File: src/rec_cfg.svh
// Depth and transfer size are fixed at build time and must match the external indirect FIFO
`ifndef REC_CFG_SVH
`define REC_CFG_SVH

// Indirect FIFO depth in 32-bit words
`define REC_FIFO_DEPTH 32'd64

// Reported maximum transfer size in words
`define REC_MAX_XFER_WORDS 32'd64

// Value of the activate byte that starts the recovery image
`define REC_ACTIVATE_CODE 8'h0F

// Recovery command code range
`define REC_CMD_MIN 8'd34
`define REC_CMD_MAX 8'd47

// Codes above this one need recovery mode
`define REC_CMD_OPEN_MAX 8'd39

`endif

File: src/rec_pkg.sv
// Types only; selector order matters because the sequencer steps through multi-word registers
package rec_pkg;

  typedef logic [7:0]  byte_t;
  typedef logic [31:0] word_t;
  typedef logic [15:0] len_t;
  typedef logic [31:0] fifo_idx_t;

  // Recovery commands handled by the executor
  typedef enum logic [7:0] {
    CMD_DEVICE_RESET         = 8'd37,
    CMD_RECOVERY_CTRL        = 8'd38,
    CMD_INDIRECT_FIFO_CTRL   = 8'd45,
    CMD_INDIRECT_FIFO_STATUS = 8'd46,
    CMD_INDIRECT_FIFO_DATA   = 8'd47
  } cmd_code_e;

  // One selector per 32-bit register word
  typedef enum logic [7:0] {
    SEL_DEVICE_RESET  = 8'd0,
    SEL_RECOVERY_CTRL = 8'd1,
    SEL_FIFO_CTRL_0   = 8'd2,
    SEL_FIFO_CTRL_1   = 8'd3,
    SEL_FIFO_STATUS_0 = 8'd4,
    SEL_FIFO_STATUS_1 = 8'd5,
    SEL_FIFO_STATUS_2 = 8'd6,
    SEL_FIFO_STATUS_3 = 8'd7,
    SEL_FIFO_STATUS_4 = 8'd8,
    SEL_INVALID       = 8'hFF
  } csr_sel_e;

  typedef enum logic [2:0] {
    Idle,
    CsrWrite,
    FifoWrite,
    ReadWait,
    ReadLen,
    ReadData,
    Error,
    Done
  } seq_state_e;

  // Code is a plain byte so illegal codes can still be carried
  typedef struct packed {
    logic  is_rd;
    byte_t code;
    len_t  len;
    logic  err;
  } cmd_req_t;

  typedef struct packed {
    logic     we;
    csr_sel_e sel;
    word_t    data;
  } csr_wr_t;

  typedef struct packed {
    logic      full;
    logic      empty;
    fifo_idx_t wr_idx;
    fifo_idx_t rd_idx;
  } fifo_status_t;

  typedef struct packed {
    byte_t [2:0] device_reset;
    byte_t [2:0] recovery_ctrl;
    byte_t       fifo_cms;
    byte_t       fifo_reset;
    word_t       image_size;
  } rec_regs_t;

endpackage

File: src/rec_cmd_seq.sv
// One command at a time; upstream must wait for cmd_done_o and TTI acks never coincide with requests
`timescale 1ns/10ps
`include "rec_cfg.svh"

module rec_cmd_seq (
  input  logic                  clk_i,
  input  logic                  rst_ni,
  input  logic                  cmd_valid_i,
  input  rec_pkg::cmd_req_t     cmd_i,
  input  logic                  recovery_mode_enabled_i,
  input  logic                  host_abort_i,
  input  logic                  tti_rx_rack_i,
  input  rec_pkg::word_t        tti_rx_rdata_i,
  input  logic                  res_ready_i,
  input  logic                  res_dready_i,
  output logic                  tti_rx_rreq_o,
  output rec_pkg::csr_wr_t      csr_wr_o,
  output logic                  fifo_push_o,
  output rec_pkg::csr_sel_e     sel_o,
  output logic [1:0]            byte_idx_o,
  output logic                  res_valid_o,
  output rec_pkg::len_t         res_len_o,
  output logic                  res_dvalid_o,
  output logic                  res_dlast_o,
  output logic                  cmd_done_o,
  output logic                  rx_queue_clr_o
);

  rec_pkg::seq_state_e state_q;
  rec_pkg::seq_state_e state_d;
  rec_pkg::csr_sel_e   sel_q;
  rec_pkg::csr_sel_e   start_sel;
  rec_pkg::len_t       cnt_q;
  rec_pkg::len_t       reg_len;
  rec_pkg::len_t       wr_words;
  logic [1:0]          byte_idx_q;
  logic                kept;
  logic                legal;
  logic                is_fifo_data;
  logic                rd_beat;

  // Step to the next word of a multi-word register and park on INVALID
  function automatic rec_pkg::csr_sel_e next_sel(rec_pkg::csr_sel_e sel);
    rec_pkg::csr_sel_e nxt;
    case (sel)
      rec_pkg::SEL_FIFO_CTRL_0:   nxt = rec_pkg::SEL_FIFO_CTRL_1;
      rec_pkg::SEL_FIFO_STATUS_0: nxt = rec_pkg::SEL_FIFO_STATUS_1;
      rec_pkg::SEL_FIFO_STATUS_1: nxt = rec_pkg::SEL_FIFO_STATUS_2;
      rec_pkg::SEL_FIFO_STATUS_2: nxt = rec_pkg::SEL_FIFO_STATUS_3;
      rec_pkg::SEL_FIFO_STATUS_3: nxt = rec_pkg::SEL_FIFO_STATUS_4;
      default:                    nxt = rec_pkg::SEL_INVALID;
    endcase
    return nxt;
  endfunction

  // Code to first selector and register length
  always_comb begin
    kept      = 1'b1;
    start_sel = rec_pkg::SEL_INVALID;
    reg_len   = 16'd0;
    case (cmd_i.code)
      rec_pkg::CMD_DEVICE_RESET: begin
        start_sel = rec_pkg::SEL_DEVICE_RESET;
        reg_len   = 16'd3;
      end
      rec_pkg::CMD_RECOVERY_CTRL: begin
        start_sel = rec_pkg::SEL_RECOVERY_CTRL;
        reg_len   = 16'd3;
      end
      rec_pkg::CMD_INDIRECT_FIFO_CTRL: begin
        start_sel = rec_pkg::SEL_FIFO_CTRL_0;
        reg_len   = 16'd6;
      end
      rec_pkg::CMD_INDIRECT_FIFO_STATUS: begin
        start_sel = rec_pkg::SEL_FIFO_STATUS_0;
        reg_len   = 16'd20;
      end
      rec_pkg::CMD_INDIRECT_FIFO_DATA: ;
      default: kept = 1'b0;
    endcase
  end

  assign is_fifo_data = (cmd_i.code == rec_pkg::CMD_INDIRECT_FIFO_DATA);
  assign legal = !cmd_i.err && kept
               && (recovery_mode_enabled_i || (cmd_i.code <= `REC_CMD_OPEN_MAX))
               && !(cmd_i.is_rd && is_fifo_data);

  // Payload words, rounded up
  assign wr_words = rec_pkg::len_t'((17'(cmd_i.len) + 17'd3) >> 2);
  assign rd_beat  = (state_q == rec_pkg::ReadData) && res_dready_i;

  always_comb begin
    state_d = state_q;
    case (state_q)
      rec_pkg::Idle: begin
        if (cmd_valid_i) begin
          if (!legal) state_d = rec_pkg::Error;
          else if (cmd_i.is_rd) state_d = rec_pkg::ReadWait;
          else if (wr_words == 16'd0) state_d = rec_pkg::Done;
          else if (is_fifo_data) state_d = rec_pkg::FifoWrite;
          else state_d = rec_pkg::CsrWrite;
        end
      end
      rec_pkg::CsrWrite, rec_pkg::FifoWrite: begin
        if (tti_rx_rack_i && (cnt_q == 16'd1)) state_d = rec_pkg::Done;
      end
      rec_pkg::ReadWait: begin
        if (res_ready_i) state_d = rec_pkg::ReadLen;
      end
      rec_pkg::ReadLen: state_d = rec_pkg::ReadData;
      rec_pkg::ReadData: begin
        if (host_abort_i) state_d = rec_pkg::Error;
        else if (rd_beat && (cnt_q == 16'd1)) state_d = rec_pkg::Done;
      end
      rec_pkg::Error: state_d = rec_pkg::Done;
      default: state_d = rec_pkg::Idle;
    endcase
  end

  // Counter holds words left on writes and bytes left on reads
  always_ff @(posedge clk_i or negedge rst_ni) begin
    if (!rst_ni) begin
      state_q       <= rec_pkg::Idle;
      tti_rx_rreq_o <= 1'b0;
      sel_q         <= rec_pkg::SEL_INVALID;
      cnt_q         <= 16'd0;
      byte_idx_q    <= 2'd0;
    end else begin
      state_q       <= state_d;
      tti_rx_rreq_o <= 1'b0;
      case (state_q)
        rec_pkg::Idle: begin
          if (cmd_valid_i) begin
            sel_q         <= start_sel;
            cnt_q         <= cmd_i.is_rd ? reg_len : wr_words;
            byte_idx_q    <= 2'd0;
            tti_rx_rreq_o <= legal && !cmd_i.is_rd && (wr_words != 16'd0);
          end
        end
        rec_pkg::CsrWrite, rec_pkg::FifoWrite: begin
          if (tti_rx_rack_i) begin
            cnt_q         <= cnt_q - 16'd1;
            sel_q         <= next_sel(sel_q);
            tti_rx_rreq_o <= (cnt_q != 16'd1);
          end
        end
        rec_pkg::ReadData: begin
          if (rd_beat) begin
            cnt_q      <= cnt_q - 16'd1;
            byte_idx_q <= byte_idx_q + 2'd1;
            if (byte_idx_q == 2'd3) sel_q <= next_sel(sel_q);
          end
        end
        default: ;
      endcase
    end
  end

  assign csr_wr_o.we    = (state_q == rec_pkg::CsrWrite) && tti_rx_rack_i;
  assign csr_wr_o.sel   = sel_q;
  assign csr_wr_o.data  = tti_rx_rdata_i;
  assign fifo_push_o    = (state_q == rec_pkg::FifoWrite) && tti_rx_rack_i;
  assign sel_o          = sel_q;
  assign byte_idx_o     = byte_idx_q;
  // Counter still holds the full length in ReadLen
  assign res_len_o      = cnt_q;
  assign res_valid_o    = (state_q == rec_pkg::ReadLen);
  assign res_dvalid_o   = (state_q == rec_pkg::ReadData);
  assign res_dlast_o    = (state_q == rec_pkg::ReadData) && (cnt_q == 16'd1);
  assign cmd_done_o     = (state_q == rec_pkg::Done);
  assign rx_queue_clr_o = (state_q == rec_pkg::Error);

endmodule

File: src/rec_csr_regs.sv
// Writes to status selectors are dropped; only a FIFO reset byte of 1 clears the indirect FIFO
`timescale 1ns/10ps
`include "rec_cfg.svh"

module rec_csr_regs (
  input  logic                clk_i,
  input  logic                rst_ni,
  input  rec_pkg::csr_wr_t    csr_wr_i,
  output rec_pkg::rec_regs_t  regs_o,
  output logic                fifo_clr_o,
  output logic                image_activated_o
);

  rec_pkg::rec_regs_t regs_q;

  always_ff @(posedge clk_i or negedge rst_ni) begin
    if (!rst_ni) begin
      regs_q <= '0;
    end else begin
      // Reset request lasts one cycle
      if (regs_q.fifo_reset != 8'd0) begin
        regs_q.fifo_reset <= 8'd0;
      end

      if (csr_wr_i.we) begin
        case (csr_wr_i.sel)
          rec_pkg::SEL_DEVICE_RESET: begin
            regs_q.device_reset <= csr_wr_i.data[23:0];
          end
          rec_pkg::SEL_RECOVERY_CTRL: begin
            regs_q.recovery_ctrl <= csr_wr_i.data[23:0];
          end
          rec_pkg::SEL_FIFO_CTRL_0: begin
            regs_q.fifo_cms          <= csr_wr_i.data[7:0];
            regs_q.fifo_reset        <= csr_wr_i.data[15:8];
            regs_q.image_size[15:0]  <= csr_wr_i.data[31:16];
          end
          rec_pkg::SEL_FIFO_CTRL_1: begin
            // Upper half of image size sits in the low bytes of the second word
            regs_q.image_size[31:16] <= csr_wr_i.data[15:0];
          end
          default: ;
        endcase
      end
    end
  end

  assign regs_o = regs_q;

  assign fifo_clr_o = (regs_q.fifo_reset == 8'd1);

  // Activate byte is byte 2 of RECOVERY_CTRL
  assign image_activated_o = (regs_q.recovery_ctrl[2] == `REC_ACTIVATE_CODE);

endmodule

File: src/rec_executor.sv
// No back-pressure toward the indirect FIFO; the receiver must not overflow it
`timescale 1ns/10ps

module rec_executor (
  input  logic               clk_i,
  input  logic               rst_ni,
  input  logic               cmd_valid_i,
  input  rec_pkg::cmd_req_t  cmd_i,
  output logic               cmd_done_o,
  input  logic               recovery_mode_enabled_i,
  input  logic               host_abort_i,
  output logic               tti_rx_rreq_o,
  input  logic               tti_rx_rack_i,
  input  rec_pkg::word_t     tti_rx_rdata_i,
  output logic               res_valid_o,
  input  logic               res_ready_i,
  output rec_pkg::len_t      res_len_o,
  output logic               res_dvalid_o,
  input  logic               res_dready_i,
  output rec_pkg::byte_t     res_data_o,
  output logic               res_dlast_o,
  output logic               rx_queue_clr_o,
  output logic               indirect_rx_wvalid_o,
  output rec_pkg::word_t     indirect_rx_wdata_o,
  input  logic               indirect_rx_rack_i,
  input  logic               indirect_rx_full_i,
  input  logic               indirect_rx_empty_i,
  output logic               indirect_rx_clr_o,
  output logic               payload_available_o,
  output logic               image_activated_o
);

  rec_pkg::csr_wr_t      csr_wr;
  rec_pkg::csr_sel_e     sel;
  rec_pkg::rec_regs_t    regs;
  rec_pkg::fifo_status_t fifo_status;
  logic [1:0]            byte_idx;
  logic                  fifo_push;
  logic                  fifo_clr;

  rec_cmd_seq rec_cmd_seq_inst (
    .clk_i, .rst_ni, .cmd_valid_i, .cmd_i, .recovery_mode_enabled_i, .host_abort_i,
    .tti_rx_rack_i, .tti_rx_rdata_i, .res_ready_i, .res_dready_i, .tti_rx_rreq_o,
    .csr_wr_o (csr_wr), .fifo_push_o (fifo_push), .sel_o (sel), .byte_idx_o (byte_idx),
    .res_valid_o, .res_len_o, .res_dvalid_o, .res_dlast_o, .cmd_done_o, .rx_queue_clr_o
  );

  rec_csr_regs rec_csr_regs_inst (
    .clk_i, .rst_ni, .csr_wr_i (csr_wr), .regs_o (regs), .fifo_clr_o (fifo_clr),
    .image_activated_o
  );

  rec_fifo_track rec_fifo_track_inst (
    .clk_i, .rst_ni, .push_i (fifo_push), .pop_i (indirect_rx_rack_i), .clr_i (fifo_clr),
    .full_i (indirect_rx_full_i), .empty_i (indirect_rx_empty_i),
    .image_activated_i (image_activated_o), .status_o (fifo_status), .payload_available_o
  );

  rec_resp_mux rec_resp_mux_inst (
    .sel_i (sel), .byte_idx_i (byte_idx), .regs_i (regs), .status_i (fifo_status),
    .res_data_o
  );

  // Payload words go straight through to the indirect FIFO
  assign indirect_rx_wvalid_o = fifo_push;
  assign indirect_rx_wdata_o  = tti_rx_rdata_i;
  assign indirect_rx_clr_o    = fifo_clr;

endmodule

File: src/rec_fifo_track.sv
// Indices only mirror the external FIFO; push and pop strobes are trusted, no overflow check
`timescale 1ns/10ps
`include "rec_cfg.svh"

module rec_fifo_track (
  input  logic                   clk_i,
  input  logic                   rst_ni,
  input  logic                   push_i,
  input  logic                   pop_i,
  input  logic                   clr_i,
  input  logic                   full_i,
  input  logic                   empty_i,
  input  logic                   image_activated_i,
  output rec_pkg::fifo_status_t  status_o,
  output logic                   payload_available_o
);

  rec_pkg::fifo_idx_t wr_idx_q;
  rec_pkg::fifo_idx_t rd_idx_q;
  logic               payload_q;

  // Increment with wrap at the FIFO depth
  function automatic rec_pkg::fifo_idx_t bump(rec_pkg::fifo_idx_t idx);
    return (idx == `REC_FIFO_DEPTH - 32'd1) ? 32'd0 : idx + 32'd1;
  endfunction

  always_ff @(posedge clk_i or negedge rst_ni) begin
    if (!rst_ni) begin
      wr_idx_q <= 32'd0;
      rd_idx_q <= 32'd0;
    end else if (clr_i) begin
      wr_idx_q <= 32'd0;
      rd_idx_q <= 32'd0;
    end else begin
      if (push_i) wr_idx_q <= bump(wr_idx_q);
      if (pop_i) rd_idx_q <= bump(rd_idx_q);
    end
  end

  // Payload ready once the FIFO is full or the image is complete
  always_ff @(posedge clk_i or negedge rst_ni) begin
    if (!rst_ni) begin
      payload_q <= 1'b0;
    end else if (full_i || (image_activated_i && !empty_i)) begin
      payload_q <= 1'b1;
    end else if (empty_i) begin
      payload_q <= 1'b0;
    end
  end

  assign payload_available_o = payload_q;

  assign status_o.full   = full_i;
  assign status_o.empty  = empty_i;
  assign status_o.wr_idx = wr_idx_q;
  assign status_o.rd_idx = rd_idx_q;

endmodule

File: src/rec_resp_mux.sv
// Purely combinational; bytes go out little-endian and unknown selectors read as zero
`timescale 1ns/10ps
`include "rec_cfg.svh"

module rec_resp_mux (
  input  rec_pkg::csr_sel_e      sel_i,
  input  logic [1:0]             byte_idx_i,
  input  rec_pkg::rec_regs_t     regs_i,
  input  rec_pkg::fifo_status_t  status_i,
  output rec_pkg::byte_t         res_data_o
);

  rec_pkg::word_t rd_word;

  always_comb begin
    rd_word = 32'd0;
    case (sel_i)
      rec_pkg::SEL_DEVICE_RESET: begin
        rd_word = {8'h00, regs_i.device_reset};
      end
      rec_pkg::SEL_RECOVERY_CTRL: begin
        rd_word = {8'h00, regs_i.recovery_ctrl};
      end
      rec_pkg::SEL_FIFO_CTRL_0: begin
        rd_word = {regs_i.image_size[15:0], regs_i.fifo_reset, regs_i.fifo_cms};
      end
      rec_pkg::SEL_FIFO_CTRL_1: begin
        rd_word = {16'h0000, regs_i.image_size[31:16]};
      end
      rec_pkg::SEL_FIFO_STATUS_0: begin
        // Empty in bit 0, full in bit 1
        rd_word = {30'd0, status_i.full, status_i.empty};
      end
      rec_pkg::SEL_FIFO_STATUS_1: begin
        rd_word = status_i.wr_idx;
      end
      rec_pkg::SEL_FIFO_STATUS_2: begin
        rd_word = status_i.rd_idx;
      end
      rec_pkg::SEL_FIFO_STATUS_3: begin
        rd_word = `REC_FIFO_DEPTH;
      end
      rec_pkg::SEL_FIFO_STATUS_4: begin
        rd_word = `REC_MAX_XFER_WORDS;
      end
      default: rd_word = 32'd0;
    endcase
  end

  // Byte lane picked by the sequencer's byte counter
  assign res_data_o = rd_word[{byte_idx_i, 3'b000} +: 8];

endmodule

File: config.mk
export PLATFORM = sky130hd
export DESIGN_NAME = rec_executor
export DESIGN_NICKNAME = d
export VERILOG_FILES = /design/src/rec_pkg.sv /design/src/rec_cmd_seq.sv /design/src/rec_csr_regs.sv /design/src/rec_executor.sv /design/src/rec_fifo_track.sv /design/src/rec_resp_mux.sv
export VERILOG_INCLUDE_DIRS = /design/src
export SDC_FILE = /design/constraint.sdc
export NUM_CORES = 1
export LEC_CHECK = 0
export ABC_AREA = 1
export BUFFER_PORTS_ARGS = -buffer_cell sky130_fd_sc_hd__buf_2
export CORE_ASPECT_RATIO = 0.75
export CORE_MARGIN = 5
export CORE_UTILIZATION = 42
export DETAILED_ROUTE_END_ITERATION = 8
export PLACE_DENSITY = 0.64
export SLEW_MARGIN = 15
export SYNTH_ARGS = -nofsm -noshare
export SYNTH_HDL_FRONTEND = slang
export SYNTH_SLANG_ARGS = --single-unit
File: constraint.sdc
create_clock -name clk_i -period 5.8 [get_ports clk_i]
set_input_delay 0.87 -clock clk_i [delete_from_list [all_inputs] [get_ports clk_i]]
set_output_delay 0.87 -clock clk_i [all_outputs]
set_load 0.005 [all_outputs]
==> impl_metrics.xml, run 1 <==
<?xml version="1.0" encoding="UTF-8"?>
<metrics>
  <group name="status">
    <metric name="status" unit="">finished clean</metric>
  </group>
  <group name="floorplanning">
    <metric name="floorplan.die.width" unit="um">199.0</metric>
    <metric name="floorplan.core_area" unit="mm2">0.02616</metric>
    <metric name="placementRows" unit="">51</metric>
    <metric name="floorplan.die.height" unit="um">151.8</metric>
    <metric name="effective_utilization_at_floorplan" unit="">0.4302</metric>
    <metric name="floorplan.io_pins" unit="">135</metric>
    <metric name="floorplan.die_area" unit="mm2">0.03021</metric>
  </group>
  <group name="power_and_ir_drop">
    <metric name="vdd_ir_drop_max" unit="mV">0.2086</metric>
    <metric name="total_power_density_per_cell_area" unit="mW/mm2">345.8</metric>
    <metric name="switchingPower" unit="mW">1.729</metric>
    <metric name="switching_portion_of_total_power" unit="">0.3981</metric>
    <metric name="cell_internal_power" unit="mW">2.614</metric>
    <metric name="seq_power_share" unit="">0.395</metric>
    <metric name="clock_power_share" unit="">0.281</metric>
    <metric name="power.leakage" unit="nW">5.830</metric>
    <metric name="share_comb_of_total_power" unit="">0.325</metric>
  </group>
  <group name="global_routing">
    <metric name="first_global_vias" unit="">10180</metric>
    <metric name="largest_net_degree_at_the_start_of_global_routing" unit="">118</metric>
    <metric name="overflow" unit="">0</metric>
    <metric name="gr-usage-all-layers" unit="">0.2540</metric>
    <metric name="antenna_found_initial" unit="">0</metric>
    <metric name="first_pass_grt_wire_length" unit="mm">59.35</metric>
  </group>
  <group name="yosys">
    <metric name="synth_area" unit="mm2">0.01126</metric>
    <metric name="synth-async-reset-ratio" unit="">1.000</metric>
    <metric name="ys_types" unit="">58</metric>
    <metric name="post-synth-top-count-cell" unit="">sky130_fd_sc_hd__nand2_1</metric>
    <metric name="yosysSeqAreaShare" unit="">0.4185</metric>
    <metric name="ys_top_cells_by_area" unit="">sky130_fd_sc_hd__dfrtp_1 41%, sky130_fd_sc_hd__nand2_1 12%, sky130_fd_sc_hd__o21ai_0 6.2%</metric>
    <metric name="dominantRegCellSynth" unit="">sky130_fd_sc_hd__dfrtp_1</metric>
    <metric name="postSynthAreaPerCell" unit="um2">7.454</metric>
    <metric name="synth_fp_nets" unit="">1584</metric>
    <metric name="synth_commonest_cells" unit="">345 x sky130_fd_sc_hd__nand2_1, 183 x sky130_fd_sc_hd__dfrtp_1, 165 x sky130_fd_sc_hd__inv_1</metric>
    <metric name="synth_enable_flop_cells" unit="">0</metric>
    <metric name="synth_top_cell_area_share" unit="">0.4068</metric>
    <metric name="synth_cells" unit="">1510</metric>
    <metric name="synth_warnings" unit="">0</metric>
    <metric name="synth_seq_cells" unit="">188</metric>
    <metric name="synth_largest_area_cell" unit="">sky130_fd_sc_hd__dfrtp_1</metric>
  </group>
  <group name="clock_tree">
    <metric name="clock_tree.root_cell" unit="">sky130_fd_sc_hd__clkbuf_16</metric>
    <metric name="postcts_setup_bufs" unit="">0</metric>
    <metric name="post_cts_resize_count" unit="">0</metric>
    <metric name="cts.reportedPaths.clkPinSlew" unit="ns">0.07</metric>
    <metric name="holdBufCountCts" unit="">0</metric>
    <metric name="cts_max_level" unit="">4</metric>
    <metric name="tritoncts" unit="">built</metric>
    <metric name="worst_skew_pair.late_latency" unit="ns">0.44</metric>
    <metric name="clock_buffer_count_from_cts" unit="">17</metric>
    <metric name="clock_sink_count" unit="">188</metric>
    <metric name="clockBufferDepth" unit="">2</metric>
  </group>
  <group name="cells_and_area">
    <metric name="nets" unit="">1662</metric>
    <metric name="utilization" unit="">0.4800</metric>
    <metric name="final-instance-count-excl-fill" unit="">1945</metric>
    <metric name="final_design_area_no_fill" unit="mm2">0.01256</metric>
    <metric name="drive_gt1_frac" unit="">0.1530</metric>
    <metric name="flow.area_growth_from_synthesis" unit="%">11.57</metric>
    <metric name="antenna-diode-count" unit="">0</metric>
  </group>
  <group name="routing">
    <metric name="route.met3.wl" unit="mm">4.544</metric>
    <metric name="drt-wirelength-per-cell" unit="um">19.54</metric>
    <metric name="highest-signal-layer" unit="">met4</metric>
    <metric name="drt-vias-per-instance" unit="">5.642</metric>
    <metric name="wl_met1" unit="mm">17.88</metric>
    <metric name="wirelength" unit="mm">38.00</metric>
    <metric name="first_iter_violations" unit="">1280</metric>
    <metric name="drc" unit="">0</metric>
    <metric name="drt.antenna.violating_nets" unit="">0</metric>
    <metric name="drt-pass1-iter-count" unit="">5</metric>
    <metric name="met2_length" unit="mm">14.84</metric>
    <metric name="detailroute.via_count" unit="">10970</metric>
  </group>
  <group name="worst_setup_path">
    <metric name="ff2ff_path_depth" unit="">9</metric>
    <metric name="cp_max_fo" unit="">21</metric>
    <metric name="rrSetupSlack" unit="ns">2.62</metric>
    <metric name="endpoint_kind" unit="">output port</metric>
    <metric name="cpLargestDelayFamily" unit="">simple AND/OR/NAND/NOR gates</metric>
    <metric name="rr_startpoint" unit="">rec_csr_regs_inst.regs_o[37]$_DFF_PN0_</metric>
    <metric name="timing.rr.end" unit="">rec_fifo_track_inst.rd_idx_q[6]$_DFFE_PN0P_</metric>
    <metric name="cp_slowest_cell" unit="">sky130_fd_sc_hd__nand2_1</metric>
    <metric name="worst-endpoint-required" unit="ns">4.93</metric>
    <metric name="critical_path.cell_chain" unit="">nor2_1 &gt; nand2_1 &gt; inv_1 &gt; nand2_1 &gt; inv_1 &gt; a211oi_1 &gt; nand2_1 &gt; nand3_1 &gt; o21ai_0 &gt; buf_2</metric>
    <metric name="critical_path.max_stage_delay" unit="ns">0.61</metric>
    <metric name="worstPathArrival" unit="ns">3.31</metric>
    <metric name="crit_start" unit="">rec_cmd_seq_inst.sel_o[3]$_DFFE_PN1P_</metric>
    <metric name="critical_path.n_buffers_inverters" unit="">3</metric>
    <metric name="crit_top_cell" unit="">sky130_fd_sc_hd__nand2_1</metric>
    <metric name="crit_type" unit="">flop to output port</metric>
    <metric name="worst_setup_path_start_kind" unit="">flop</metric>
  </group>
  <group name="place">
    <metric name="numPortBuffers" unit="">134</metric>
    <metric name="post-place-cells" unit="">1913</metric>
    <metric name="placer_congestion_estimate" unit="">0.9597</metric>
    <metric name="detailed_place.area" unit="mm2">0.01195</metric>
    <metric name="detailedPlacementHpwl" unit="mm">28.88</metric>
  </group>
  <group name="sta">
    <metric name="finalSetupViolations" unit="">0</metric>
    <metric name="finalWorstPathRequiredPeriod" unit="ns">4.175</metric>
    <metric name="finalMaxSlewViolations" unit="">0</metric>
    <metric name="timing_hold_violations_final" unit="">0</metric>
    <metric name="final.setup_skew" unit="ns">0.01471</metric>
    <metric name="slew-limit-headroom" unit="">0.3241</metric>
    <metric name="tightestPinTransition" unit="ns">1.011</metric>
    <metric name="max_freq" unit="GHz">0.2395</metric>
    <metric name="setup_total_negative_slack" unit="ns">0</metric>
    <metric name="final_min_period_over_clock_period" unit="">0.7198</metric>
    <metric name="timing.hold.ws" unit="ns">0.4914</metric>
    <metric name="grt_setup_unrepaired" unit="">no</metric>
  </group>
  <group name="hold_path">
    <metric name="worst_hold_path.num_cells" unit="">2</metric>
    <metric name="hold_end" unit="">rec_csr_regs_inst.regs_o[85]$_DFFE_PN0P_</metric>
    <metric name="min_path_type" unit="">flop to flop</metric>
    <metric name="hold_path.startpoint" unit="">rec_csr_regs_inst.regs_o[85]$_DFFE_PN0P_</metric>
  </group>
  <group name="job">
    <metric name="max-cap-violations" unit="">0</metric>
  </group>
</metrics>
## kinds of logic (layout without fill, tap and decap cells)
family / after synthesis / count (layout) / share of synthesized area
simple gates: 737 / 737 / 0.2946
buf+inv: 262 / 353 / 0.1024
flops: 188 / 188 / 0.4185
xor+xnor: 31 / 31 / 0.02412
compound gates: 279 / 279 / 0.1468
mux: 8 / 8 / 0.008004
fa+ha+maj: 5 / 5 / 0.005558
## routing by layer
layer,up-vias,GRT usage
met1,5206,0.3977
met3,46,0.07825
met4,0,0.05844
li1,5167,-
met2,554,0.3381
met5,-,0
## cells in the final DEF, fill, tap and decap left out, types with 4 or more instances in the layout
cell type and count:
sky130_fd_sc_hd__inv_2 13, sky130_fd_sc_hd__a21oi_1 49, sky130_fd_sc_hd__xor2_1 28, sky130_fd_sc_hd__inv_6 4, sky130_fd_sc_hd__nand3b_1 7, sky130_fd_sc_hd__o22ai_1 18
sky130_fd_sc_hd__o21ai_0 140, sky130_fd_sc_hd__nor2_2 11, sky130_fd_sc_hd__nand3_2 5, sky130_fd_sc_hd__dfstp_2 5, sky130_fd_sc_hd__a211oi_1 4, sky130_fd_sc_hd__clkbuf_16 17
sky130_fd_sc_hd__buf_2 133, sky130_fd_sc_hd__nand4_1 45, sky130_fd_sc_hd__nand2_2 10, sky130_fd_sc_hd__nor2_1 156, sky130_fd_sc_hd__a31oi_1 7, sky130_fd_sc_hd__nor2_4 4
sky130_fd_sc_hd__a221oi_1 18, sky130_fd_sc_hd__dfrtp_1 183, sky130_fd_sc_hd__nor3_1 54, sky130_fd_sc_hd__nor4_1 17, sky130_fd_sc_hd__nand3_1 69, sky130_fd_sc_hd__buf_4 9
sky130_fd_sc_hd__ha_1 5, sky130_fd_sc_hd__o2111ai_1 12, sky130_fd_sc_hd__a22oi_1 4, sky130_fd_sc_hd__nand2_1 344, sky130_fd_sc_hd__inv_1 165, sky130_fd_sc_hd__mux2_2 8
## power groups by stage
| stage | logic, mW | registers, mW | clock network, mW |
|---|---|---|---|
| after floorplan | 0.950 | 1.65 | 0 |
| after CTS | 1.40 | 1.70 | 1.24 |
| after global placement | 1.38 | 1.72 | 0 |
| after detailed placement | 1.39 | 1.73 | 0 |
| final | 1.41 | 1.71 | 1.22 |
| after global routing | 1.58 | 1.74 | 1.29 |
## stage by stage
stage | setup slack, ns | power (mW)
after floorplan | 3.309 | 2.596
after global placement | 2.319 | 3.104
final | 1.625 | 4.343
after detailed placement | 2.237 | 3.119
after CTS | 1.754 | 4.339
after global routing | 1.520 | 4.611
## sequential cells by signal (all words and copies together), names as in the netlist
register,cells
rec_cmd_seq_inst.res_len_o,16
rec_cmd_seq_inst.byte_idx_o,2
rec_csr_regs_inst.regs_o,96
rec_fifo_track_inst.wr_idx_q,32
rec_cmd_seq_inst.tti_rx_rreq_o,1
rec_fifo_track_inst.rd_idx_q,32
rec_cmd_seq_inst.sel_o,5
rec_cmd_seq_inst.state_q,3
rec_fifo_track_inst.payload_available_o,1
## final cells by class
type | instances | area, um2
clock buffers | 18 | 429.2
clock inverters | 14 | 175.2
fillers | 2684 | 13600
inverters | 178 | 668.1
multi-input cells | 1060 | 5398
flip-flops and latches | 188 | 4711
well taps | 344 | 430.4
repair buffers | 143 | 747.0
## worst max path at each step
stage | to | slack, ns | cells after the start
after floorplan | res_data_o[5] | 3.31 | 10
after global placement | res_data_o[6] | 2.32 | 10
after detailed placement | res_data_o[1] | 2.24 | 10
after CTS | res_data_o[1] | 1.75 | 10
after global routing | res_data_o[1] | 1.52 | 10
final | res_data_o[1] | 1.62 | 10
## worst register-to-register path, cell delays in order, from the launching register on
cell and delay [ns]:
sky130_fd_sc_hd__dfrtp_1 0.39, sky130_fd_sc_hd__nor2_1 0.16, sky130_fd_sc_hd__nand3_1 0.08, sky130_fd_sc_hd__nor2_1 0.09
sky130_fd_sc_hd__nand3_1 0.63, sky130_fd_sc_hd__nand2_2 0.83, sky130_fd_sc_hd__inv_2 0.23, sky130_fd_sc_hd__nor3_1 0.36
sky130_fd_sc_hd__a21oi_1 0.11, sky130_fd_sc_hd__nor3_1 0.19
(Power assumes the default switching activity.)
==> run 2, diff against run 1 <==
- clock period: 5.8 -> 4.2 ns (I/O delays scaled with it)
==> run 2 against run 1 <==
Compared with the run above:
- clock power increased by 32%
- core utilization about the same
- critical path depth increased by 1
- register-to-register slack got worse by 1.0 ns
- total power increased by 36%
- combinational power increased by 39%
- via count increased by 0.64%
- critical path type unchanged
==> impl_metrics.xml, run 2 (synthesis results as in run 1) <==
<?xml version="1.0" encoding="UTF-8"?>
<metrics>
  <group name="status">
    <metric name="status" unit="">finished clean</metric>
  </group>
  <group name="cells_and_area">
    <metric name="layout_common_cells" unit="">344 x sky130_fd_sc_hd__nand2_1, 183 x sky130_fd_sc_hd__dfrtp_1, 165 x sky130_fd_sc_hd__inv_1</metric>
    <metric name="filler_cell_count" unit="">2641</metric>
    <metric name="flow.area_growth_from_synthesis" unit="%">11.55</metric>
    <metric name="multiInputGateArea" unit="mm2">0.005398</metric>
    <metric name="nets" unit="">1664</metric>
    <metric name="utilization" unit="">0.4799</metric>
    <metric name="antenna-diode-count" unit="">0</metric>
    <metric name="seq_area" unit="mm2">0.004711</metric>
    <metric name="drive_gt1_frac" unit="">0.1542</metric>
    <metric name="mostFrequentLayoutCell" unit="">sky130_fd_sc_hd__nand2_1</metric>
    <metric name="largest_reg_flops" unit="">96</metric>
  </group>
  <group name="routing">
    <metric name="drt-vias-per-instance" unit="">5.675</metric>
    <metric name="first_iter_violations" unit="">1473</metric>
    <metric name="drc" unit="">0</metric>
    <metric name="wirelength" unit="mm">37.87</metric>
    <metric name="drt.antenna.violating_nets" unit="">0</metric>
    <metric name="detailroute.via_count" unit="">11040</metric>
    <metric name="drt-pass1-iter-count" unit="">6</metric>
    <metric name="drt-wirelength-per-cell" unit="um">19.46</metric>
  </group>
  <group name="sta">
    <metric name="max_freq" unit="GHz">0.2743</metric>
    <metric name="finalWorstPathRequiredPeriod" unit="ns">3.646</metric>
    <metric name="grt_setup_unrepaired" unit="">no</metric>
    <metric name="timing_hold_violations_final" unit="">0</metric>
    <metric name="finalSetupViolations" unit="">0</metric>
    <metric name="finalMaxSlewViolations" unit="">0</metric>
    <metric name="final_min_period_over_clock_period" unit="">0.8680</metric>
    <metric name="tightestPinTransition" unit="ns">1.015</metric>
    <metric name="final.setup_skew" unit="ns">0.01761</metric>
    <metric name="slew-limit-headroom" unit="">0.3219</metric>
    <metric name="setup_total_negative_slack" unit="ns">0</metric>
  </group>
  <group name="clock_tree">
    <metric name="holdBufCountCts" unit="">0</metric>
    <metric name="clock_tree.root_cell" unit="">sky130_fd_sc_hd__clkbuf_16</metric>
    <metric name="worst_skew_pair.late_latency" unit="ns">0.45</metric>
    <metric name="post_cts_resize_count" unit="">0</metric>
    <metric name="postcts_setup_bufs" unit="">0</metric>
    <metric name="cts.reportedPaths.clkPinSlew" unit="ns">0.08</metric>
    <metric name="clock_buffer_count_from_cts" unit="">17</metric>
    <metric name="tritoncts" unit="">built</metric>
    <metric name="cts_max_level" unit="">4</metric>
    <metric name="clockBufferDepth" unit="">2</metric>
    <metric name="clock_sink_count" unit="">188</metric>
  </group>
  <group name="worst_setup_path">
    <metric name="worstPathArrival" unit="ns">3.02</metric>
    <metric name="crit_type" unit="">flop to output port</metric>
    <metric name="cp_max_fo" unit="">20</metric>
    <metric name="endpoint_kind" unit="">output port</metric>
    <metric name="ff2ff_path_depth" unit="">7</metric>
    <metric name="worst_setup_path_start_kind" unit="">flop</metric>
    <metric name="worst-endpoint-required" unit="ns">3.57</metric>
  </group>
  <group name="global_routing">
    <metric name="overflow" unit="">0</metric>
    <metric name="largest_net_degree_at_the_start_of_global_routing" unit="">93</metric>
    <metric name="first_pass_grt_wire_length" unit="mm">59.20</metric>
    <metric name="gr-usage-all-layers" unit="">0.2539</metric>
    <metric name="first_global_vias" unit="">10080</metric>
    <metric name="antenna_found_initial" unit="">0</metric>
  </group>
  <group name="floorplanning">
    <metric name="placementRows" unit="">51</metric>
    <metric name="floorplan.core_area" unit="mm2">0.02616</metric>
    <metric name="floorplan.io_pins" unit="">135</metric>
    <metric name="floorplan.die.width" unit="um">199.0</metric>
    <metric name="floorplan.die.height" unit="um">151.8</metric>
    <metric name="effective_utilization_at_floorplan" unit="">0.4302</metric>
    <metric name="floorplan.die_area" unit="mm2">0.03021</metric>
  </group>
  <group name="power_and_ir_drop">
    <metric name="vdd_ir_drop_max" unit="mV">0.2770</metric>
    <metric name="total_power_density_per_cell_area" unit="mW/mm2">471.8</metric>
    <metric name="power.leakage" unit="nW">5.831</metric>
  </group>
  <group name="job">
    <metric name="max-cap-violations" unit="">0</metric>
  </group>
  <group name="place">
    <metric name="detailedPlacementHpwl" unit="mm">28.95</metric>
    <metric name="placer_congestion_estimate" unit="">0.9769</metric>
    <metric name="numPortBuffers" unit="">134</metric>
  </group>
  <group name="hold_path">
    <metric name="min_path_type" unit="">primary input to async pin</metric>
  </group>
</metrics>
[run 2: cell count changes in the layout (fill, tap and decap cells not counted), sizes merged]
| cell | delta |
|---|---|
| bufinv | -2 |
| clkbuf | +1 |
| buf | +2 |
| inv | +2 |
| clkinv | -2 |
[run 2: per-stage QoR]
step | cells | hold WS [ns] | setup WS, ns | area, um2 | total power [mW]
CTS | 1946 | 0.2213 | 0.6237 | 12560 | 5.917
floorplan | 1510 | 0.3344 | 1.949 | 11260 | 3.585
global placement | 1915 | 0.4686 | 1.206 | 11980 | 4.281
detailed placement | 1915 | 0.4746 | 1.132 | 11980 | 4.306
finish | 1946 | 0.1898 | 0.5543 | 12560 | 5.924
global route | 1946 | 0.2461 | 0.3924 | 12560 | 6.278
[run 2: cell type report]
class | instances | area share
Tap cell | 344 | 0.03428
Clock buffer | 19 | 0.03607
Timing Repair Buffer | 145 | 0.06168
Inverter | 178 | 0.05321
Multi-Input combinational cell | 1060 | 0.4299
Sequential cell | 188 | 0.3752
Clock inverter | 12 | 0.009666
[run 2: critical path, stage by stage, from the launching register on]
cell                       delay (ns)
sky130_fd_sc_hd__dfstp_2         0.58
sky130_fd_sc_hd__nor2_1          0.09
sky130_fd_sc_hd__inv_1           0.09
sky130_fd_sc_hd__nor2_1          0.05
sky130_fd_sc_hd__buf_4           0.19
sky130_fd_sc_hd__inv_1           0.52
sky130_fd_sc_hd__o22ai_1         0.16
sky130_fd_sc_hd__a211oi_1        0.29
sky130_fd_sc_hd__nand2_1         0.09
sky130_fd_sc_hd__nand3_1         0.11
sky130_fd_sc_hd__o21ai_0         0.18
sky130_fd_sc_hd__buf_2           0.20
[run 2: power by group]
group | total, mW | switching (mW) | internal, mW
sequential | 2.35 | 0.284 | 2.07
clock | 1.61 | 0.794 | 0.816
combinational | 1.96 | 1.32 | 0.643
[run 2: worst paths after layout]
path / from / endpoint / slack (ns)
setup / recovery: rec_cmd_seq_inst.sel_o[0]$_DFFE_PN1P_ / res_data_o[1] / 0.55
hold / removal: rst_ni / rec_cmd_seq_inst.res_len_o[10]$_DFFE_PN0P_ / 0.19
setup reg to reg: rec_cmd_seq_inst.sel_o[1]$_DFFE_PN1P_ / rec_csr_regs_inst.regs_o[15]$_DFFE_PN0P_ / 1.59
hold reg to reg: rec_csr_regs_inst.regs_o[90]$_DFFE_PN0P_ / rec_csr_regs_inst.regs_o[90]$_DFFE_PN0P_ / 0.49
max in group asynchronous: rst_ni / rec_csr_regs_inst.regs_o[93]$_DFFE_PN0P_ / 3.07
min in group clk_i: tti_rx_rdata_i[31] / rec_csr_regs_inst.regs_o[15]$_DFFE_PN0P_ / 0.43
[run 2: routing by layer]
layer  vias to the layer above  routed length, um  track usage
li1                       5179                  -            -
met1                      5279              18270       0.4028
met2                       545              15020       0.3421
met3                        40               4062      0.07051
met4                         0                524      0.04921
met5                         -                  0            0
